`config.mk`:
```
export PLATFORM = sky130hd
export DESIGN_NAME = fifo_top
export DESIGN_NICKNAME = d
export VERILOG_FILES = /design/src/logic/fifo_pkg.sv /design/src/logic/fifo_ctrl_fsm.sv /design/src/logic/fifo_mem.sv /design/src/logic/fifo_mon_regs.sv /design/src/logic/fifo_top.sv
export SDC_FILE = /design/constraint.sdc
export NUM_CORES = 1
export LEC_CHECK = 0
export BUFFER_PORTS_ARGS = -buffer_cell sky130_fd_sc_hd__buf_2
export CAP_MARGIN = 15
export CORE_MARGIN = 5
export CORE_UTILIZATION = 25
export CTS_BUF_LIST = sky130_fd_sc_hd__clkbuf_4 sky130_fd_sc_hd__clkbuf_8
export DETAILED_ROUTE_END_ITERATION = 8
export GPL_ROUTABILITY_DRIVEN = 0
export PLACE_DENSITY = 0.38
export SLEW_MARGIN = 5
export SYNTH_ARGS = -nofsm -noshare
export SYNTH_HDL_FRONTEND = slang
export SYNTH_SLANG_ARGS = --single-unit
```
`constraint.sdc`:
```
create_clock -name wr_clk -period 2.25 [get_ports wr_clk]
set_input_delay 0.225 -clock wr_clk [delete_from_list [all_inputs] [get_ports wr_clk]]
set_output_delay 0.225 -clock wr_clk [all_outputs]
set_load 0.05 [all_outputs]
```
`src/logic/fifo_pkg.sv`:
```
package fifo_pkg;

    // ------------------------------------------------------------------------
    // Sizes
    // ------------------------------------------------------------------------
    localparam int FIFO_DEPTH = 16;
    localparam int PTR_WID    = $clog2(FIFO_DEPTH);
    // Extra bit so a count can reach FIFO_DEPTH
    localparam int CNT_WID    = $clog2(FIFO_DEPTH + 1);
    localparam int DATA_WID   = 16;
    localparam int EVT_WID    = 16;

    // Wishbone
    localparam int WB_ADR_WID = 3;
    localparam int WB_DAT_WID = 32;

    // ------------------------------------------------------------------------
    // Types
    // ------------------------------------------------------------------------
    typedef logic [PTR_WID-1:0]    ptr_t;
    typedef logic [CNT_WID-1:0]    cnt_t;
    typedef logic [DATA_WID-1:0]   data_t;
    typedef logic [WB_ADR_WID-1:0] wb_adr_t;
    typedef logic [WB_DAT_WID-1:0] wb_dat_t;
    typedef logic [EVT_WID-1:0]    evt_cnt_t;

    // Monitor register map (word addresses)
    localparam wb_adr_t REG_INFO   = 3'd0;
    localparam wb_adr_t REG_STATUS = 3'd1;
    localparam wb_adr_t REG_COUNT  = 3'd2;
    localparam wb_adr_t REG_OFLOW  = 3'd3;
    localparam wb_adr_t REG_UFLOW  = 3'd4;

    // Bus slave states
    typedef enum logic {
        WB_IDLE,
        WB_ACK
    } wb_state_t;

endpackage : fifo_pkg

```
`src/logic/fifo_ctrl_fsm.sv`:
```
`timescale 1ns/1ps

module fifo_ctrl_fsm (
    input  logic           wr_clk,
    input  logic           rd_srst,

    // Requests
    input  logic           i_wr,
    input  logic           i_rd,
    input  logic           i_mem_rdy,

    // Write side
    output logic           o_wr_rdy,
    output logic           o_wr_safe,
    output fifo_pkg::ptr_t o_wr_ptr,
    output logic           o_full,
    output logic           o_wr_oflow,

    // Read side
    output fifo_pkg::ptr_t o_rd_ptr,
    output fifo_pkg::cnt_t o_count,
    output logic           o_rd_empty,
    output logic           o_rd_uflow
);
    import fifo_pkg::*;

    cnt_t wr_ptr_ext;
    cnt_t rd_ptr_ext;
    cnt_t level;
    logic rd_safe;

    // ------------------------------------------------------------------------
    // Pointers
    // ------------------------------------------------------------------------
    // Protected strobes, requests against the registered flags
    assign o_wr_safe = i_wr && o_wr_rdy;
    assign rd_safe   = i_rd && !o_rd_empty;

    always_ff @(posedge wr_clk) begin
        if (rd_srst)        wr_ptr_ext <= '0;
        else if (o_wr_safe) wr_ptr_ext <= wr_ptr_ext + 1'b1;
    end

    always_ff @(posedge wr_clk) begin
        if (rd_srst)      rd_ptr_ext <= '0;
        else if (rd_safe) rd_ptr_ext <= rd_ptr_ext + 1'b1;
    end

    // Storage addresses drop the wrap bit
    assign o_wr_ptr = wr_ptr_ext[PTR_WID-1:0];
    assign o_rd_ptr = rd_ptr_ext[PTR_WID-1:0];

    // Raw fill level, modulo arithmetic on the extended pointers
    assign level = wr_ptr_ext - rd_ptr_ext;

    // ------------------------------------------------------------------------
    // Write-side flags
    // ------------------------------------------------------------------------
    // A write is counted at once, a read frees space one cycle later
    always_ff @(posedge wr_clk) begin
        if (rd_srst)        o_full <= 1'b0;
        else if (o_wr_safe) o_full <= (level >= cnt_t'(FIFO_DEPTH - 1));
        else                o_full <= (level == cnt_t'(FIFO_DEPTH));
    end

    // Memory not ready holds off writes from the next cycle
    always_ff @(posedge wr_clk) begin
        if (rd_srst || !i_mem_rdy) begin
            o_wr_rdy <= 1'b0;
        end else if (o_wr_safe) begin
            o_wr_rdy <= (level < cnt_t'(FIFO_DEPTH - 1));
        end else begin
            o_wr_rdy <= (level < cnt_t'(FIFO_DEPTH));
        end
    end

    // ------------------------------------------------------------------------
    // Read-side flags
    // ------------------------------------------------------------------------
    // A pop is counted at once, a write shows up one cycle later
    always_ff @(posedge wr_clk) begin
        if (rd_srst)      o_count <= '0;
        else if (rd_safe) o_count <= level - 1'b1;
        else              o_count <= level;
    end

    always_ff @(posedge wr_clk) begin
        if (rd_srst)      o_rd_empty <= 1'b1;
        else if (rd_safe) o_rd_empty <= (level <= cnt_t'(1));
        else              o_rd_empty <= (level == '0);
    end

    // Dropped requests, one pulse per cycle of the request
    assign o_wr_oflow = i_wr && !o_wr_rdy;
    assign o_rd_uflow = i_rd && o_rd_empty;

endmodule : fifo_ctrl_fsm

```
`src/logic/fifo_mem.sv`:
```
`timescale 1ns/1ps

module fifo_mem (
    input  logic            wr_clk,

    // Write port
    input  logic            i_wr_en,
    input  fifo_pkg::ptr_t  i_wr_addr,
    input  fifo_pkg::data_t i_wr_data,

    // Read port
    input  fifo_pkg::ptr_t  i_rd_addr,
    output fifo_pkg::data_t o_rd_data
);
    import fifo_pkg::*;

    data_t mem [FIFO_DEPTH];

    // Synchronous write
    always_ff @(posedge wr_clk) begin
        if (i_wr_en) begin
            mem[i_wr_addr] <= i_wr_data;
        end
    end

    // Head word, read without a clock
    assign o_rd_data = mem[i_rd_addr];

endmodule : fifo_mem

```
`src/logic/fifo_mon_regs.sv`:
```
`timescale 1ns/1ps

module fifo_mon_regs (
    input  logic              wr_clk,
    input  logic              rd_srst,

    // Wishbone classic slave
    input  logic              i_wb_cyc,
    input  logic              i_wb_stb,
    input  logic              i_wb_we,
    input  fifo_pkg::wb_adr_t i_wb_adr,
    input  fifo_pkg::wb_dat_t i_wb_dat,
    output fifo_pkg::wb_dat_t o_wb_dat,
    output logic              o_wb_ack,

    // FIFO state
    input  fifo_pkg::cnt_t    i_count,
    input  logic              i_full,
    input  logic              i_empty,
    input  logic              i_wr_rdy,
    input  logic              i_oflow,
    input  logic              i_uflow
);
    import fifo_pkg::*;

    wb_state_t state;
    wb_dat_t   rd_word;
    evt_cnt_t  oflow_cnt;
    evt_cnt_t  uflow_cnt;
    logic      req;
    logic      wr_req;
    logic      oflow_clr;
    logic      uflow_clr;

    // Next value of a saturating event counter, clear has priority
    function automatic evt_cnt_t evt_next(evt_cnt_t cnt, logic pulse, logic clr);
        if (clr)                       return '0;
        else if (pulse && (cnt != '1)) return cnt + 1'b1;
        else                           return cnt;
    endfunction

    // ------------------------------------------------------------------------
    // Bus handshake
    // ------------------------------------------------------------------------
    assign req    = (state == WB_IDLE) && i_wb_cyc && i_wb_stb;
    assign wr_req = req && i_wb_we;

    always_ff @(posedge wr_clk) begin
        if (rd_srst) begin
            state <= WB_IDLE;
        end else begin
            case (state)
                WB_IDLE: if (req) state <= WB_ACK;
                WB_ACK:  state <= WB_IDLE;
                default: state <= WB_IDLE;
            endcase
        end
    end

    // One cycle ack
    assign o_wb_ack = (state == WB_ACK);

    // ------------------------------------------------------------------------
    // Readback
    // ------------------------------------------------------------------------
    always_comb begin
        rd_word = '0;
        case (i_wb_adr)
            REG_INFO: begin
                rd_word[15:0] = 16'(FIFO_DEPTH);
                // Overflow/underflow protection always on
                rd_word[16]   = 1'b1;
            end
            REG_STATUS: rd_word[2:0]         = {i_wr_rdy, i_empty, i_full};
            REG_COUNT:  rd_word[CNT_WID-1:0] = i_count;
            REG_OFLOW:  rd_word[EVT_WID-1:0] = oflow_cnt;
            REG_UFLOW:  rd_word[EVT_WID-1:0] = uflow_cnt;
            default:    rd_word = '0;
        endcase
    end

    // Sampled on the edge that raises the ack
    always_ff @(posedge wr_clk) begin
        if (req) begin
            o_wb_dat <= rd_word;
        end
    end

    // ------------------------------------------------------------------------
    // Event counters
    // ------------------------------------------------------------------------
    // Write data is don't-care, any write clears
    assign oflow_clr = wr_req && (i_wb_adr == REG_OFLOW);
    assign uflow_clr = wr_req && (i_wb_adr == REG_UFLOW);

    always_ff @(posedge wr_clk) begin
        if (rd_srst) begin
            oflow_cnt <= '0;
            uflow_cnt <= '0;
        end else begin
            oflow_cnt <= evt_next(oflow_cnt, i_oflow, oflow_clr);
            uflow_cnt <= evt_next(uflow_cnt, i_uflow, uflow_clr);
        end
    end

endmodule : fifo_mon_regs

```
`src/logic/fifo_top.sv`:
```
`timescale 1ns/1ps

module fifo_top (
    input  logic              wr_clk,
    input  logic              rd_srst,

    // Write port
    input  logic              i_wr,
    input  fifo_pkg::data_t   i_wr_data,
    input  logic              i_mem_rdy,
    output logic              o_wr_rdy,
    output logic              o_wr_oflow,

    // Read port
    input  logic              i_rd,
    output fifo_pkg::data_t   o_rd_data,
    output logic              o_rd_empty,
    output logic              o_rd_uflow,

    // Monitor bus
    input  logic              i_wb_cyc,
    input  logic              i_wb_stb,
    input  logic              i_wb_we,
    input  fifo_pkg::wb_adr_t i_wb_adr,
    input  fifo_pkg::wb_dat_t i_wb_dat,
    output fifo_pkg::wb_dat_t o_wb_dat,
    output logic              o_wb_ack
);
    import fifo_pkg::*;

    logic wr_safe;
    ptr_t wr_ptr;
    ptr_t rd_ptr;
    cnt_t count;
    logic full;

    fifo_ctrl_fsm fifo_ctrl_fsm_i (
        .wr_clk     (wr_clk),
        .rd_srst    (rd_srst),
        .i_wr       (i_wr),
        .i_rd       (i_rd),
        .i_mem_rdy  (i_mem_rdy),
        .o_wr_rdy   (o_wr_rdy),
        .o_wr_safe  (wr_safe),
        .o_wr_ptr   (wr_ptr),
        .o_full     (full),
        .o_wr_oflow (o_wr_oflow),
        .o_rd_ptr   (rd_ptr),
        .o_count    (count),
        .o_rd_empty (o_rd_empty),
        .o_rd_uflow (o_rd_uflow)
    );

    fifo_mem fifo_mem_i (
        .wr_clk    (wr_clk),
        .i_wr_en   (wr_safe),
        .i_wr_addr (wr_ptr),
        .i_wr_data (i_wr_data),
        .i_rd_addr (rd_ptr),
        .o_rd_data (o_rd_data)
    );

    fifo_mon_regs fifo_mon_regs_i (
        .wr_clk   (wr_clk),
        .rd_srst  (rd_srst),
        .i_wb_cyc (i_wb_cyc),
        .i_wb_stb (i_wb_stb),
        .i_wb_we  (i_wb_we),
        .i_wb_adr (i_wb_adr),
        .i_wb_dat (i_wb_dat),
        .o_wb_dat (o_wb_dat),
        .o_wb_ack (o_wb_ack),
        .i_count  (count),
        .i_full   (full),
        .i_empty  (o_rd_empty),
        .i_wr_rdy (o_wr_rdy),
        .i_oflow  (o_wr_oflow),
        .i_uflow  (o_rd_uflow)
    );

endmodule : fifo_top

```
== Word level (Yosys, flattened, before mapping) ==
Memories as Yosys holds them, arrays and structs flattened. A register that Yosys moved wholly into a read port is not among the register bits.
Cells that the tools add are included.
Cells by class
  add/subtract/negate cells: 6
  $lt $le $gt $ge: 4
  equality and inequality tests: 7
  muxes and demuxes: 14
  bitwise logic cells: 1
  reductions and logical operators: 19
Operators by type and width (count)
  16-bit by 1-bit adder with 16-bit output (second input constant): 2
  16-bit != test (second input constant): 2
  11-bit one-hot mux with 2 select lines: 1
  3-bit one-hot mux with 4 select lines: 1
  1-bit logical AND: 11
  5-bit by 1-bit adder with 5-bit output (second input constant): 2
  4-bit 2-to-1 mux: 2
  2-bit one-hot mux with 4 select lines: 1
  1-bit 2-to-1 mux: 7
  3-bit by 2-bit equality test with 1-bit output (second input constant): 2
  5-bit equality test (second input constant): 1
  5-bit by 4-bit greater-or-equal comparator with 1-bit output (second input constant): 1
  5-bit by 1-bit less-or-equal comparator with 1-bit output (second input constant): 1
  5-bit logical NOT: 1
  5-bit by 4-bit less-than comparator with 1-bit output (second input constant): 1
  5-bit less-than comparator (second input constant): 1
  5-bit 2-to-1 mux: 1
  5-bit by 1-bit subtractor with 5-bit output (second input constant): 1
  5-bit subtractor: 1
  2-bit OR reduction: 2
  3-bit by 1-bit equality test with 1-bit output (second input constant): 1
  3-bit equality test (second input constant): 1
  1-bit logical NOT: 3
  3-bit logical NOT: 1
  3 further kinds: 3
Storage, ports and cells
  flip-flop bits (word level): 68
  bits in writable memories: 256
  input port bits: 59
  output and inout port bits: 53
  logic and storage cells: 62
  memories kept: 1
Memory list
  fifo_mem_i.mem: depth 16, bits a word 16, read ports 1, clocked after memory_dff 1, wr ports 1, line fifo_mem.sv:17  | data_t mem [FIFO_DEPTH];

== Longest topological paths before layout ==
  word-level depth: 6
  gate-level depth with buffers: 9
  depth with buffers taken out: 9

== Cells and area by module ==
A second synthesis with hierarchy kept.
Unflattened totals
  cells, all modules: 811
  area total of the unflattened synthesis: 13390.3 um^2
By module, submodules not included
  fifo_mem: instances 1, cells each 416, area each 9723.1 um^2, sequential area each 7687.4 um^2
  fifo_mon_regs: instances 1, cells each 281, area each 2658.8 um^2, sequential area each 1171.1 um^2
  fifo_ctrl_fsm: instances 1, cells each 114, area each 1008.5 um^2, sequential area each 360.3 um^2

== Least setup slack after synthesis ==
No wires, ideal clock.
  path type: reg2reg
  start: reg fifo_ctrl_fsm_i.o_wr_rdy
  end: mem fifo_mem_i.mem[3][0] in the netlist's numbering, enable pin
  library setup time: 409 ps
  arrival: 2458 ps
  data required time: 1841 ps
  setup slack: -617 ps
  stages on the path, launching flop included: 5
  buffers on the path: 1
  clock period less this slack: 2867 ps
  cells stage by stage: dfxtp_1 and2_1 clkbuf_1 nand2_1 nor3_1
On the way
  longest elaborated chain between the ends: 3
Ends and longest elaborated chain
  start, declared: line fifo_ctrl_fsm.sv:13  | output logic o_wr_rdy,
  start signal, assigned: line fifo_ctrl_fsm.sv:71  | o_wr_rdy <= (level < cnt_t'(FIFO_DEPTH - 1));
  start signal, assigned: line fifo_ctrl_fsm.sv:73  | o_wr_rdy <= (level < cnt_t'(FIFO_DEPTH));
  1-bit logical AND: line fifo_ctrl_fsm.sv:36  | assign o_wr_safe = i_wr && o_wr_rdy;
  1-bit 2-to-1 mux: line fifo_mem.sv:21  | if (i_wr_en) begin
  1-bit 2-to-1 mux (implied by the code): line fifo_mem.sv:22  | mem[i_wr_addr] <= i_wr_data;
  end, declared: line fifo_mem.sv:17
Every way passes these cells.

==> impl_metrics.env <==
export IMPL_cts_htree_levels=2
export IMPL_io_pins=112
export IMPL_end_kind="output port"
export IMPL_layout_nets=1010
export IMPL_cts_root_buf="clkbuf_8"
export IMPL_ys_async_sr_fraction_pct=0
export IMPL_via_count=7221
export IMPL_overflow=0
export IMPL_cts_buffer_depth=3
export IMPL_synth_top_flop_cell="edfxtp_1"
export IMPL_peakVddDrop_mv=0.373
export IMPL_grt_pass1_wl_um=48900
export IMPL_crit_chain="buf_12 -> buf_12 -> mux4_2 -> mux4_2 -> buf_8"
export IMPL_yosysTopAreaCell="edfxtp_1"
export IMPL_p_total_w=0.0151
export IMPL_min_path_type="in2reg"
export IMPL_clk_pin_slew_ns=0.06
export IMPL_finalWorstSetupSlack_ns=-0.524
export IMPL_outcome="complete, but fails checks"
export IMPL_hold_depth=5
export IMPL_synth_edf_count=273
export IMPL_worst_path_max_fanout=10
export IMPL_grt_max_degree=27
export IMPL_fp_dieW_um=241
export IMPL_num_rows=84
export IMPL_hp_start="i_rd"
export IMPL_wirelength_um=32900
export IMPL_crit_family="multiplexers"
export IMPL_synth_top_area_share_pct=61.4
export IMPL_finalCriticalPeriod_ns=2.77
export IMPL_crit_type="reg2out"
export IMPL_detail_route_wl_per_cell_um=19.6
export IMPL_grt_setup_unrepaired="yes"
export IMPL_synth_most_common_cell="edfxtp_1"
export IMPL_dp_hpwl_um=19800
export IMPL_hold_viol=0
export IMPL_crit_cells=5
export IMPL_dr_pass1_iters=6
export IMPL_vias_per_cell=4.30
export IMPL_syn_to_final_growth_pct=26.8
export IMPL_synth_area_leaders="edfxtp_1 (61%), mux4_2 (14%), dfxtp_1 (8.3%), nor2_1 (1.8%), xor2_1 (1.5%)"
export IMPL_reg2regPathDepth=8
export IMPL_rrSetupSlack_ns=0.11
export IMPL_cts_tree="yes"
export IMPL_maxSlewHeadroom_pct=61.4
export IMPL_skew_ns=0.0393
export IMPL_cp_num_buf_inv=3
export IMPL_ys_top_cells_by_count="edfxtp_1 (273), mux4_2 (80), nor2_1 (64)"
export IMPL_yosys_register_bits=328
export IMPL_final_max_slew_viol_count=0
export IMPL_max_stage_delay_ns=0.52
export IMPL_antenna_found_initial=2
export IMPL_synth_cell_type_count=59
export IMPL_violations="setup timing"
export IMPL_maxCapViolations=0
export IMPL_whs_ns=0.0679
export IMPL_layout_drive_gt1_share_pct=36.2
export IMPL_regToRegEndpoint="fifo_ctrl_fsm_i.o_count[4]"
export IMPL_drc=0
export IMPL_coreArea_um2=52800
export IMPL_start_util_pct=25.3
export IMPL_die_area_um2=58100
export IMPL_crit_path_start_kind="register"
export IMPL_period_share_pct=123
export IMPL_syn_inst=754
export IMPL_arrival_ns=2.55
export IMPL_clock_sinks=328
export IMPL_tightest_slew_ns=0.574
export IMPL_cts_made_buffers=61
export IMPL_avgSynthCellArea_um2=17.7
export IMPL_die_height_um=241
export IMPL_first_global_vias=7611
export IMPL_final_antenna_net_count=0
export IMPL_max_freq_mhz=361
export IMPL_syn_area_um2=13300
export IMPL_finalSetupViolations=16
export IMPL_insertion_delay_ns=0.65
export IMPL_io_buffers=64
export IMPL_crit_slowest_cell="mux4_2"
export IMPL_min_to="fifo_mon_regs_i.uflow_cnt[4]"
export IMPL_cp_required_ns=2.03
export IMPL_grtUsageTotal_pct=11.3
export IMPL_seq_area_frac_synth_pct=69.7
export IMPL_powerDensity_nw_per_um2=891
export IMPL_leakagePower_nw=5.55
export IMPL_reg2reg_from="fifo_ctrl_fsm_i.rd_ptr_ext[0]"
export IMPL_drt_iter0_drc=409
export IMPL_yosysWarnings=0
==> power breakdown <==
| part | internal [W] | switching (W) |
|---|---|---|
| Combinational | 0.000991 | 0.00108 |
| Clock | 0.00368 | 0.00258 |
| Sequential | 0.00667 | 0.0000672 |
==> stage by stage <==
step                      util (%)  setup WS [ns]  instance area, um2  cells  setup TNS (ns)
after floorplan                  -         -0.209               13400    768          -23.88
after global placement        28.4         0.0355               15000   1529               0
after detailed placement      28.4         0.0364               15000   1529               0
after CTS                     31.9         -0.642               16800   1673           -9.60
after global routing          32.1         -0.633               16900   1678           -9.65
final                         32.1         -0.524               16900   1678           -7.89
==> worst max path at each step <==
stage | endpoint | slack (ns)
2_1_floorplan | fifo_mem_i.mem[7][0] | -0.21
3_3_place_gp | o_rd_data[12] | 0.04
3_5_place_dp | o_rd_data[12] | 0.04
4_1_cts | o_rd_data[7] | -0.64
5_1_grt | o_rd_data[9] | -0.63
6_report | o_rd_data[9] | -0.52
==> final cells by class <==
cell class / count / area (um2)
Fill cell: 5231 / 35800
Sequential cell: 328 / 9310
Multi-Input combinational cell: 371 / 3830
Timing Repair Buffer: 157 / 1500
Clock buffer: 84 / 1030
Tap cell: 688 / 861
Clock inverter: 31 / 320
Inverter: 17 / 63.8
Antenna cell: 2 / 5.00
==> worst min-delay path: stages <==
cell      delay, ns
buf_2          0.12
nand4_1        0.10
a211oi_1       0.06
xnor2_1        0.12
nor2_1         0.04
==> timing repair <==
action / in CTS / in global routing
gates cloned: 2 / 2
pin swaps: 0 / 1
gates resized for setup: 39 / 15
setup endpoints to repair: 16 / 18
buffers inserted: 3 / 2
hold endpoints to repair: 284 / 0
hold buffers: 24 / 0
==> registers in the layout, summed over array words and instances (netlist names), named ones only <==
| signal | cells |
|---|---|
| fifo_mem_i.mem | 256 |
| fifo_mon_regs_i.o_wb_dat | 17 |
| fifo_mon_regs_i.oflow_cnt | 16 |
| fifo_mon_regs_i.uflow_cnt | 16 |
| fifo_ctrl_fsm_i.o_count | 5 |
| fifo_ctrl_fsm_i.rd_ptr_ext | 5 |
| fifo_ctrl_fsm_i.wr_ptr_ext | 5 |
| fifo_ctrl_fsm_i.o_full | 1 |
| fifo_ctrl_fsm_i.o_rd_empty | 1 |
| fifo_ctrl_fsm_i.o_wr_rdy | 1 |
| fifo_mon_regs_i.o_wb_ack | 1 |
==> routing by layer <==
metal  GRT usage [%]  wire [um]  vias up
li1                -          -     3337
met4            3.62        762        0
met3            2.62       1740       67
met2            16.8      14900      160
met1            16.3      15500     3657
met5               0          0        -
==> placed cells by master, fill, tap and decap left out, drive strengths merged, types with 2 or more instances in the layout <==
master,n
nand2b,2
a21oi,10
a31oi,2
or3,5
a22o,11
edfxtp,273
clkbuf,86
nor2b,3
ha,14
clkinv,23
nor4b,2
nand4b,2
conb,15
mux4,80
o2111ai,4
nor2,66
buf,131
inv,19
nand3,7
a22oi,4
nor4,3
or4,3
xor2,23
and4,6
o211ai,5
nor3,11
o22ai,4
and3,3
dfxtp,55
mux2,2
and2,2
bufinv,6
diode,2
o21ai,11
mux2i,8
dlygate4sd3,24
nand4,14
xnor2,16
nand2,25
==> cell families after synthesis <==
family	after synthesis	synth area share, %
AOI/OAI and AO/OA	57	3.05
xor gates and xnor gates	39	2.56
adders and majority gates	15	1.46
buffers and inverters	69	2.80
DFF	328	69.7
muxes	90	14.3
other	1	0.0281
and+or+nand+nor	155	6.12
Power figures use the tool's default switching activity.
